<file path="src/hw/mipsPkg.sv">
// --------------------------------------------------
// Shared types for the two-stage MIPS32 integer core
// Only ADD SUB AND OR SLT and ADDI are decoded
// --------------------------------------------------
package mipsPkg;

   // Widths and sizes
   localparam int dataWidth    = 32;
   localparam int regAddrWidth = 5;
   localparam int numRegs      = 32;
   localparam int immWidth     = 16;

   // Primary opcodes
   localparam logic [5:0] opRType = 6'h00;
   localparam logic [5:0] opAddi  = 6'h08;

   // Funct codes for R-type
   localparam logic [5:0] fnAdd = 6'h20;
   localparam logic [5:0] fnSub = 6'h22;
   localparam logic [5:0] fnAnd = 6'h24;
   localparam logic [5:0] fnOr  = 6'h25;
   localparam logic [5:0] fnSlt = 6'h2a;

   typedef enum logic [2:0] {
      aluAdd = 3'd0,
      aluSub = 3'd1,
      aluAnd = 3'd2,
      aluOr  = 3'd3,
      aluSlt = 3'd4
   } aluOpT;

   // R-type field layout
   typedef struct packed {
      logic [5:0]              opcode;
      logic [regAddrWidth-1:0] rs;
      logic [regAddrWidth-1:0] rt;
      logic [regAddrWidth-1:0] rd;
      logic [4:0]              shamt;
      logic [5:0]              funct;
   } rTypeT;

   // I-type field layout
   typedef struct packed {
      logic [5:0]              opcode;
      logic [regAddrWidth-1:0] rs;
      logic [regAddrWidth-1:0] rt;
      logic [immWidth-1:0]     imm;
   } iTypeT;

   // Same word seen as R-type or I-type
   typedef union packed {
      rTypeT r;
      iTypeT i;
   } instrWordT;

   // Decoder output, latched by the execute stage
   typedef struct packed {
      logic                    valid;
      aluOpT                   aluOp;
      logic                    useImm;
      logic [regAddrWidth-1:0] rs;
      logic [regAddrWidth-1:0] rt;
      logic [regAddrWidth-1:0] dest;
      logic                    writes;
      logic [immWidth-1:0]     imm;
   } decodedT;

   // Writeback bus, also the register file write port
   typedef struct packed {
      logic                    valid;
      logic [regAddrWidth-1:0] regAddr;
      logic [dataWidth-1:0]    data;
   } wbT;

endpackage

</file>
<file path="src/hw/instrDecode.sv">
// --------------------------------------------------
// Purely combinational decode, no state
// Unknown opcode or funct gives valid low, a bubble
// --------------------------------------------------
`timescale 1ns/1ps

module instrDecode (
   input  logic               instrValid,
   input  mipsPkg::instrWordT instr,
   output mipsPkg::decodedT   dec
);
   import mipsPkg::*;

   logic known;

   always_comb begin
      // Defaults for a bubble
      dec   = '0;
      known = 1'b0;

      // Source fields sit at the same bits in both views
      dec.rs  = instr.r.rs;
      dec.rt  = instr.r.rt;
      dec.imm = instr.i.imm;

      case (instr.r.opcode)
         opRType: begin
            dec.useImm = 1'b0;
            dec.dest   = instr.r.rd;
            known      = 1'b1;
            // ALU op comes from funct
            case (instr.r.funct)
               fnAdd: dec.aluOp = aluAdd;
               fnSub: dec.aluOp = aluSub;
               fnAnd: dec.aluOp = aluAnd;
               fnOr: dec.aluOp = aluOr;
               fnSlt: dec.aluOp = aluSlt;
               default: begin
                  dec.aluOp = aluAdd;
                  known     = 1'b0;
               end
            endcase
         end
         opAddi: begin
            // Immediate form writes rt
            dec.aluOp  = aluAdd;
            dec.useImm = 1'b1;
            dec.dest   = instr.i.rt;
            known      = 1'b1;
         end
         default: begin
            known = 1'b0;
         end
      endcase

      dec.valid = instrValid && known;
      // Register zero never written
      dec.writes = dec.valid && (dec.dest != '0);
   end

endmodule

</file>
<file path="src/hw/regFile.sv">
// --------------------------------------------------
// 32 x 32 register file, asynchronous reads
// Register zero reads zero, same-cycle write bypass
// --------------------------------------------------
`timescale 1ns/1ps

module regFile (
   input  logic                                Clk,
   input  logic                                reset,
   input  logic [mipsPkg::regAddrWidth-1:0]    rdAddrA,
   input  logic [mipsPkg::regAddrWidth-1:0]    rdAddrB,
   output logic [mipsPkg::dataWidth-1:0]       rdDataA,
   output logic [mipsPkg::dataWidth-1:0]       rdDataB,
   input  mipsPkg::wbT                         wb
);
   import mipsPkg::*;

   logic [dataWidth-1:0] regs [numRegs];

   // One read port, bypass from the write port first
   function automatic logic [dataWidth-1:0] readPort(input logic [regAddrWidth-1:0] addr);
      logic [dataWidth-1:0] value;
      if (addr == '0) begin
         value = '0;
      end else if (wb.valid && (wb.regAddr == addr)) begin
         value = wb.data;
      end else begin
         value = regs[addr];
      end
      return value;
   endfunction

   // Write at the edge ending the wb cycle
   always_ff @(posedge Clk) begin
      if (reset) begin
         for (int i = 0; i < numRegs; i++) begin
            regs[i] <= '0;
         end
      end else if (wb.valid && (wb.regAddr != '0)) begin
         regs[wb.regAddr] <= wb.data;
      end
   end

   // Both read ports
   always_comb begin
      rdDataA = readPort(rdAddrA);
      rdDataB = readPort(rdAddrB);
   end

endmodule

</file>
<file path="src/hw/execStage.sv">
// --------------------------------------------------
// Execute register, forwarding, ALU and wb register
// Two edges from dec/opA/opB to wb, no stall path
// --------------------------------------------------
`timescale 1ns/1ps

module execStage (
   input  logic                          Clk,
   input  logic                          reset,
   input  mipsPkg::decodedT              dec,
   input  logic [mipsPkg::dataWidth-1:0] opA,
   input  logic [mipsPkg::dataWidth-1:0] opB,
   output mipsPkg::wbT                   wb
);
   import mipsPkg::*;

   // Execute register contents
   decodedT              exDec;
   logic [dataWidth-1:0] exOpA;
   logic [dataWidth-1:0] exOpB;

   // Operand selection
   logic                 fwdA;
   logic                 fwdB;
   logic [dataWidth-1:0] srcA;
   logic [dataWidth-1:0] srcB;
   logic [dataWidth-1:0] immExt;
   logic [dataWidth-1:0] aluB;
   logic [dataWidth-1:0] aluResult;

   // Execute register, valid cleared on reset
   always_ff @(posedge Clk) begin
      if (reset) begin
         exDec.valid <= 1'b0;
      end else begin
         exDec <= dec;
      end
   end

   // Operand payload
   always_ff @(posedge Clk) begin
      exOpA <= opA;
      exOpB <= opB;
   end

   // Distance-1 hazard
   // wb holds the previous instruction, not yet in the register file
   always_comb begin
      fwdA = wb.valid && (wb.regAddr != '0) && (wb.regAddr == exDec.rs);
      fwdB = wb.valid && (wb.regAddr != '0) && (wb.regAddr == exDec.rt);
      srcA = fwdA ? wb.data : exOpA;
      srcB = fwdB ? wb.data : exOpB;
   end

   // Sign-extended immediate for ADDI
   assign immExt = {{(dataWidth - immWidth){exDec.imm[immWidth-1]}}, exDec.imm};
   assign aluB   = exDec.useImm ? immExt : srcB;

   // ALU
   always_comb begin
      case (exDec.aluOp)
         aluAdd: aluResult = srcA + aluB;
         aluSub: aluResult = srcA - aluB;
         aluAnd: aluResult = srcA & aluB;
         aluOr: aluResult = srcA | aluB;
         // Signed compare
         aluSlt: aluResult = ($signed(srcA) < $signed(aluB)) ? 32'd1 : 32'd0;
         default: aluResult = srcA + aluB;
      endcase
   end

   // Writeback register
   // Valid only for a known instruction with a nonzero dest
   always_ff @(posedge Clk) begin
      if (reset) begin
         wb.valid <= 1'b0;
      end else begin
         wb.valid   <= exDec.valid && exDec.writes;
         wb.regAddr <= exDec.dest;
         wb.data    <= aluResult;
      end
   end

endmodule

</file>
<file path="src/hw/mipsCore.sv">
// --------------------------------------------------
// Core top, instruction in on a one-cycle strobe
// wb.valid follows instrValid by exactly two edges
// --------------------------------------------------
`timescale 1ns/1ps

module mipsCore (
   input  logic               Clk,
   input  logic               reset,
   input  logic               instrValid,
   input  mipsPkg::instrWordT instr,
   output mipsPkg::wbT        wb
);
   import mipsPkg::*;

   // Decode and read side by side
   decodedT              dec;
   logic [dataWidth-1:0] opA;
   logic [dataWidth-1:0] opB;

   // Decoder
   instrDecode i_instrDecode (
      .instrValid (instrValid),
      .instr      (instr),
      .dec        (dec)
   );

   // Register file, read addresses straight from the word
   regFile i_regFile (
      .Clk     (Clk),
      .reset   (reset),
      .rdAddrA (instr.r.rs),
      .rdAddrB (instr.r.rt),
      .rdDataA (opA),
      .rdDataB (opB),
      .wb      (wb)
   );

   // Execute and writeback
   execStage i_execStage (
      .Clk   (Clk),
      .reset (reset),
      .dec   (dec),
      .opA   (opA),
      .opB   (opB),
      .wb    (wb)
   );

endmodule

</file>
<file path="config.mk">
export PLATFORM = sky130hd
export DESIGN_NAME = mipsCore
export DESIGN_NICKNAME = d
export VERILOG_FILES = /design/src/hw/mipsPkg.sv /design/src/hw/instrDecode.sv /design/src/hw/regFile.sv /design/src/hw/execStage.sv /design/src/hw/mipsCore.sv
export SDC_FILE = /design/constraint.sdc
export NUM_CORES = 2
export LEC_CHECK = 0
export BUFFER_PORTS_ARGS = -buffer_cell sky130_fd_sc_hd__buf_2
export CELL_PAD_IN_SITES_DETAIL_PLACEMENT = 0
export CELL_PAD_IN_SITES_GLOBAL_PLACEMENT = 1
export CORE_ASPECT_RATIO = 1.2
export CORE_MARGIN = 4
export CORE_UTILIZATION = 40
export DETAILED_ROUTE_END_ITERATION = 16
export PLACE_DENSITY_LB_ADDON = 0.1
export SYNTH_ARGS = -nofsm -noshare
export SYNTH_HDL_FRONTEND = slang
export SYNTH_SLANG_ARGS = --single-unit
</file>
<file path="constraint.sdc">
create_clock -name Clk -period 14.1 [get_ports Clk]
set_clock_uncertainty 0.2 [all_clocks]
set_input_delay 3.525 -clock Clk [delete_from_list [all_inputs] [get_ports Clk]]
set_output_delay 3.525 -clock Clk [all_outputs]
set_load 0.02 [all_outputs]
</file>
Word level (Yosys, flattened, before mapping)

Memories as Yosys holds them, arrays and structs flattened.
Cells that the tools add are included.

Equality and inequality tests: 14
Reduce and logical (&&, ||, !) cells: 15
Multiplexer cells: 20
Bitwise logic cells: 2
$add $sub $neg: 2
Order comparisons: 1

Operators with widths:

| kind                                                            | number |
|---|---|
| 32-bit 2-to-1 mux                                               | 6 |
| 32-bit case mux with 4 select lines                             | 1 |
| 32-bit adder                                                    | 1 |
| 32-bit bitwise AND                                              | 1 |
| 32-bit < comparator                                             | 1 |
| 32-bit bitwise OR                                               | 1 |
| 32-bit OR reduction                                             | 1 |
| 32-bit subtractor                                               | 1 |
| 6-bit == test, second input constant                            | 5 |
| 5-bit == test                                                   | 4 |
| 3-bit case mux with 4 select lines                              | 1 |
| 5-bit zero test                                                 | 2 |
| 5-bit case mux with 2 select lines                              | 1 |
| 5-bit nonzero test                                              | 2 |
| 1-bit logical AND                                               | 8 |
| 1-bit 2-to-1 mux                                                | 8 |
| 4-bit case mux with 2 select lines                              | 1 |
| 3-bit by 2-bit == test with 1-bit output, second input constant | 2 |
| 6-bit by 4-bit == test with 1-bit output, second input constant | 1 |
| 6-bit zero test                                                 | 1 |
| 5-bit 2-to-1 mux                                                | 1 |
| 5-bit OR reduction                                              | 1 |
| 3-bit by 1-bit == test with 1-bit output, second input constant | 1 |
| 3-bit == test, second input constant                            | 1 |
| 1-bit case mux with 2 select lines                              | 1 |

RAM bits: 1024
Flip-flop bits (word level): 139
Word-level logic and storage cells: 68
Output and inout port bits: 38
Memories kept: 1

Memories:

| memory         | words | width | read ports | clocked after memory_dff | write ports | RTL line      | source |
|---|---|---|---|---|---|---|---|
| i_regFile.regs | 32    | 32    | 2          | 0                        | 32          | regFile.sv:18 | `logic [dataWidth-1:0] regs [numRegs];` |

Longest topological paths before layout

Word-level depth: 8
Depth in mapped cells: 18
Gate-level depth less buffers: 17

Hierarchy

A second synthesis with hierarchy kept.

Cells, all modules: 4947
Area total of the unflattened synthesis: 65233.8 um^2

By module, submodules not included:

| module      | seq. area each (um^2) | cells an instance | instances | area each (um^2) |
|---|---|---|---|---|
| regFile     | 30749.5               | 3830              | 1         | 55185.4 |
| execStage   | 3513.4                | 1055              | 1         | 9585.4 |
| instrDecode | 0.0                   | 62                | 1         | 462.9 |

Worst setup path before layout

No wires, ideal clock.

Path type: input port to flip-flop
Start: input reset
End: memory i_regFile.regs[19][0], enable pin
Cell stages on the path: 3
Buffers on the path: 1
Path slack: 4.889 ns
Library setup time: 0.716 ns
Arrival time: 8.295 ns
Required time: 13.184 ns
Cell sequence: inv_1 clkbuf_1 o21ai_0

RTL lines:

| what               | RTL line      | source |
|---|---|---|
| start: declaration | mipsCore.sv:9 | `input logic reset,` |
| end: declaration   | regFile.sv:18 |  |

Worst setup path in the final report

Start: input instr[21] (netlist bit)
End: register i_execStage.exOpA[9]

Longest elaborated chain between the ends: 3
Elaborated cells on any way between the ends: 5
Those cells by class: 1 x eq/ne; 1 x mux; 2 x reduce/logical; 1 x memory

RTL lines:

| what                                                            | RTL line        | source |
|---|---|---|
| start: declaration                                              | mipsCore.sv:11  | `input mipsPkg::instrWordT instr,` |
| branches (longest 3 deep; another with memory read 32 x 32 bit) | n/a             |  |
| end signal: assignment                                          | execStage.sv:42 | `exOpA <= opA;` |
| end: declaration                                                | execStage.sv:19 | `logic [dataWidth-1:0] exOpA;` |

Several ways; the timed one is not identified.
A chain may end at the register's enable or synchronous reset.

==> impl_metrics.yaml <==
final_layout:
  nets: 4682
  final_common_cell: "edfxtp_1"
  most-common-layout-cells: "edfxtp_1 (1,097), and2_1 (995), mux4_2 (546), mux2i_1 (180), buf_4 (170)"
  fin_area_sq_um: 72400
  syn_to_final_growth_pct: 11.9
  fillers: 14000
  drive_gt1_share_pct: 24.4
floorplan:
  fp.dieH_um: 448
  io_pins: 73
  design.die.area_sq_um: 168000
  fp.dieW_um: 375
  initial_utilization_pct: 40.3
  core.rowCount: 161
  core_area_sq_um: 161000
detailed_routing:
  drt_iter0_drc: 4938
  drc: 0
  wl_mm: 248
  ant_nets: 0
  wire_per_inst_um: 36.6
  vias_per_cell: 6.24
  firstDrtPassIters: 5
  vias: 42200
timing:
  period_minus_slack_ns: 7.35
  setup_tns_ns: 0
  max_freq_ghz: 0.136
  setup_viol: 0
  worst_pin_slew_ns: 1.29
  setup_ws_ns: 6.75
  rsz0062_at_grt: "false"
  slew_headroom_pct: 14.0
  timing.hold.ws_ns: 0.217
  min_period_over_period_pct: 52.1
  drv_slew: 0
  final_hold_viol_count: 0
placed_design:
  place_hpwl_mm: 144
  port_buffers: 72
  dpl_cell_area_sq_um: 68000
  post-place-ws_ns: 5.96
  gp_congestion: 0.841
synthesis:
  ys_seq_area_share_pct: 53.0
  ys_ff_latch: 1163
  async_flop_share_pct: 0
  syn_area_per_cell_sq_um: 14.1
  synth_area_sq_um: 64700
  ys.flop_type: "edfxtp_1"
  synth_cell_types: 82
  syn_inst: 4588
  synth_edf_count: 1097
  yosysWarnings: 0
clock_network:
  cts_buffers: 132
  clk_pin_slew_ns: 0.06
  cts_resized: 0
  cts_buffer_depth: 3
  cts_num_sinks: 1163
  cts_max_level: 4
  tritoncts: "done"
  cts_root_buffer: "clkbuf_16"
  cts_hold_buffers: 0
  clk_latency_ns: 0.78
  cts_setup_buffers: 0
job:
  max_cap_violations: 0
setup_path:
  criticalPathCategory: "in -> reg"
  slowest_stage: "buf_4"
  max_stage_delay_ns: 0.82
  startpoint_type: "input port"
  path_common_cell: "buf_4"
  crit_chain: "buf_8 > buf_4 > buf_4 > mux4_2 > mux2_2 > a221oi_1 > a211oi_1 > a21oi_1 > nor2_1"
  crit_arrival_ns: 7.80
  end_kind: "flip-flop"
  path_max_fanout: 70
  worstPathRequired_ns: 14.54
global_route:
  grt_overflow: 0
  grt_max_degree: 71
  grt_pass1_vias: 42200
  track_usage_pct: 29.3
  antenna_found_initial: 19
  grt_pass1_wl_mm: 342
power:
  p_sw_mw: 2.65
  seqPwrFrac_pct: 43.8
  p_comb_share_pct: 17.3
  p_leak_nw: 26.1
  ir_worst_vdd_v: 0.000133
  sw_frac_of_total_pct: 28.6
  power_density_nw_per_um2: 128
  clockPowerShare_pct: 38.9
  p_int_mw: 6.61
min_path:
  min_path_type: "reg -> reg"
status:
  outcome: "finished clean"
synthesized netlist by cell type (30+ instances only):
| cell type | number | share of area, % |
|---|---|---|
| edfxtp_1 | 1097 | 51 |
| and2_1 | 995 | 9.6 |
| mux4_2 | 546 | 19 |
| clkbuf_1 | 331 | 1.9 |
| mux2i_1 | 180 | 2.8 |
| nor2_1 | 179 | 1.0 |
| a21oi_1 | 133 | 1.0 |
| inv_1 | 102 | 0.59 |
| nand2_1 | 101 | 0.59 |
| ha_1 | 96 | 1.9 |
| a211oi_1 | 79 | 0.92 |
| o21ai_0 | 76 | 0.59 |
| dfxtp_1 | 66 | 2.0 |
| buf_2 | 61 | 0.47 |
| mux2_2 | 56 | 0.98 |
| o22ai_1 | 39 | 0.38 |
| nand2b_1 | 31 | 0.30 |
| o21ai_1 | 30 | 0.23 |
stage by stage:
stage / power, mW / utilization [%] / cells
floorplan: 5.06 / - / 4619
global placement: 5.70 / 42.3 / 6534
detailed placement: 5.70 / 42.3 / 6534
CTS: 9.29 / 45.1 / 6767
global route: 9.55 / 45.1 / 6768
finish: 9.26 / 45.1 / 6770
power by group through the flow:
stage,logic [mW],registers [mW],clock network [mW]
6_report,1.60,4.06,3.60
3_5_place_dp,1.58,4.12,0
2_1_floorplan,0.943,4.12,0
5_1_grt,1.68,4.07,3.80
3_3_place_gp,1.58,4.12,0
4_1_cts,1.58,4.05,3.66
sequential cells by signal (all words and copies together) (netlist names):
name / flops
i_execStage.exOpA: 32
i_execStage.exOpB: 32
i_execStage.exDec: 37
i_regFile.regs: 1024
i_execStage.wb: 38
worst max-delay path, delay by kind of cell:
kind                   cells  cell delay, ns
buffers and inverters      3            2.22
AOI/OAI and AO/OA          3            0.97
muxes                      2            0.86
and+or+nand+nor            1            0.05
per-layer routing:
metal,global-route usage [%],routed length (um)
met4,9.24,8180
met5,0,0
met3,5.05,18200
met1,39.1,101000
met2,49.1,120000
worst paths after layout:
check	startpoint	endpoint	slack (ns)	depth (start not counted)
setup / recovery	instr[21]	i_execStage.exOpA[9]$_SDFF_PN0_	6.75	9
hold / removal	i_execStage.exDec[21]$_DFFE_PN_	i_execStage.wb[36]$_DFFE_PN_	0.22	0
setup reg to reg	i_execStage.wb[34]$_DFFE_PN_	i_execStage.wb[28]$_DFFE_PN_	7.25	19
hold reg to reg	i_execStage.exDec[21]$_DFFE_PN_	i_execStage.wb[36]$_DFFE_PN_	0.22	0
cell type report:
| type | instances | area (sq um) | area share [%] |
|---|---|---|---|
| clock inverter | 62 | 726 | 1.00 |
| antenna | 3 | 7.51 | 0.0104 |
| sequential | 1163 | 34300 | 47.4 |
| multi-input combinational | 2909 | 29000 | 40.0 |
| timing repair buffer | 237 | 1670 | 2.31 |
| clock buffer | 171 | 3670 | 5.07 |
| tap | 2119 | 2650 | 3.66 |
| inverter | 106 | 403 | 0.557 |
kinds of logic (layout without fill, tap and decap cells):
kind of cell               Yosys count  in the layout  share of synthesized area (%)
and+or+nand+nor                   1402           1402                           12.5
DFF                               1163           1163                           53.0
muxes                              789            789                           22.9
AOI/OAI and AO/OA                  558            558                           5.86
buffers and inverters              547            576                           3.43
adders and majority gates           98             98                           1.92
xor gates and xnor gates            30             30                          0.406
other                                1             35                        0.00580
(Power assumes the default switching activity.)
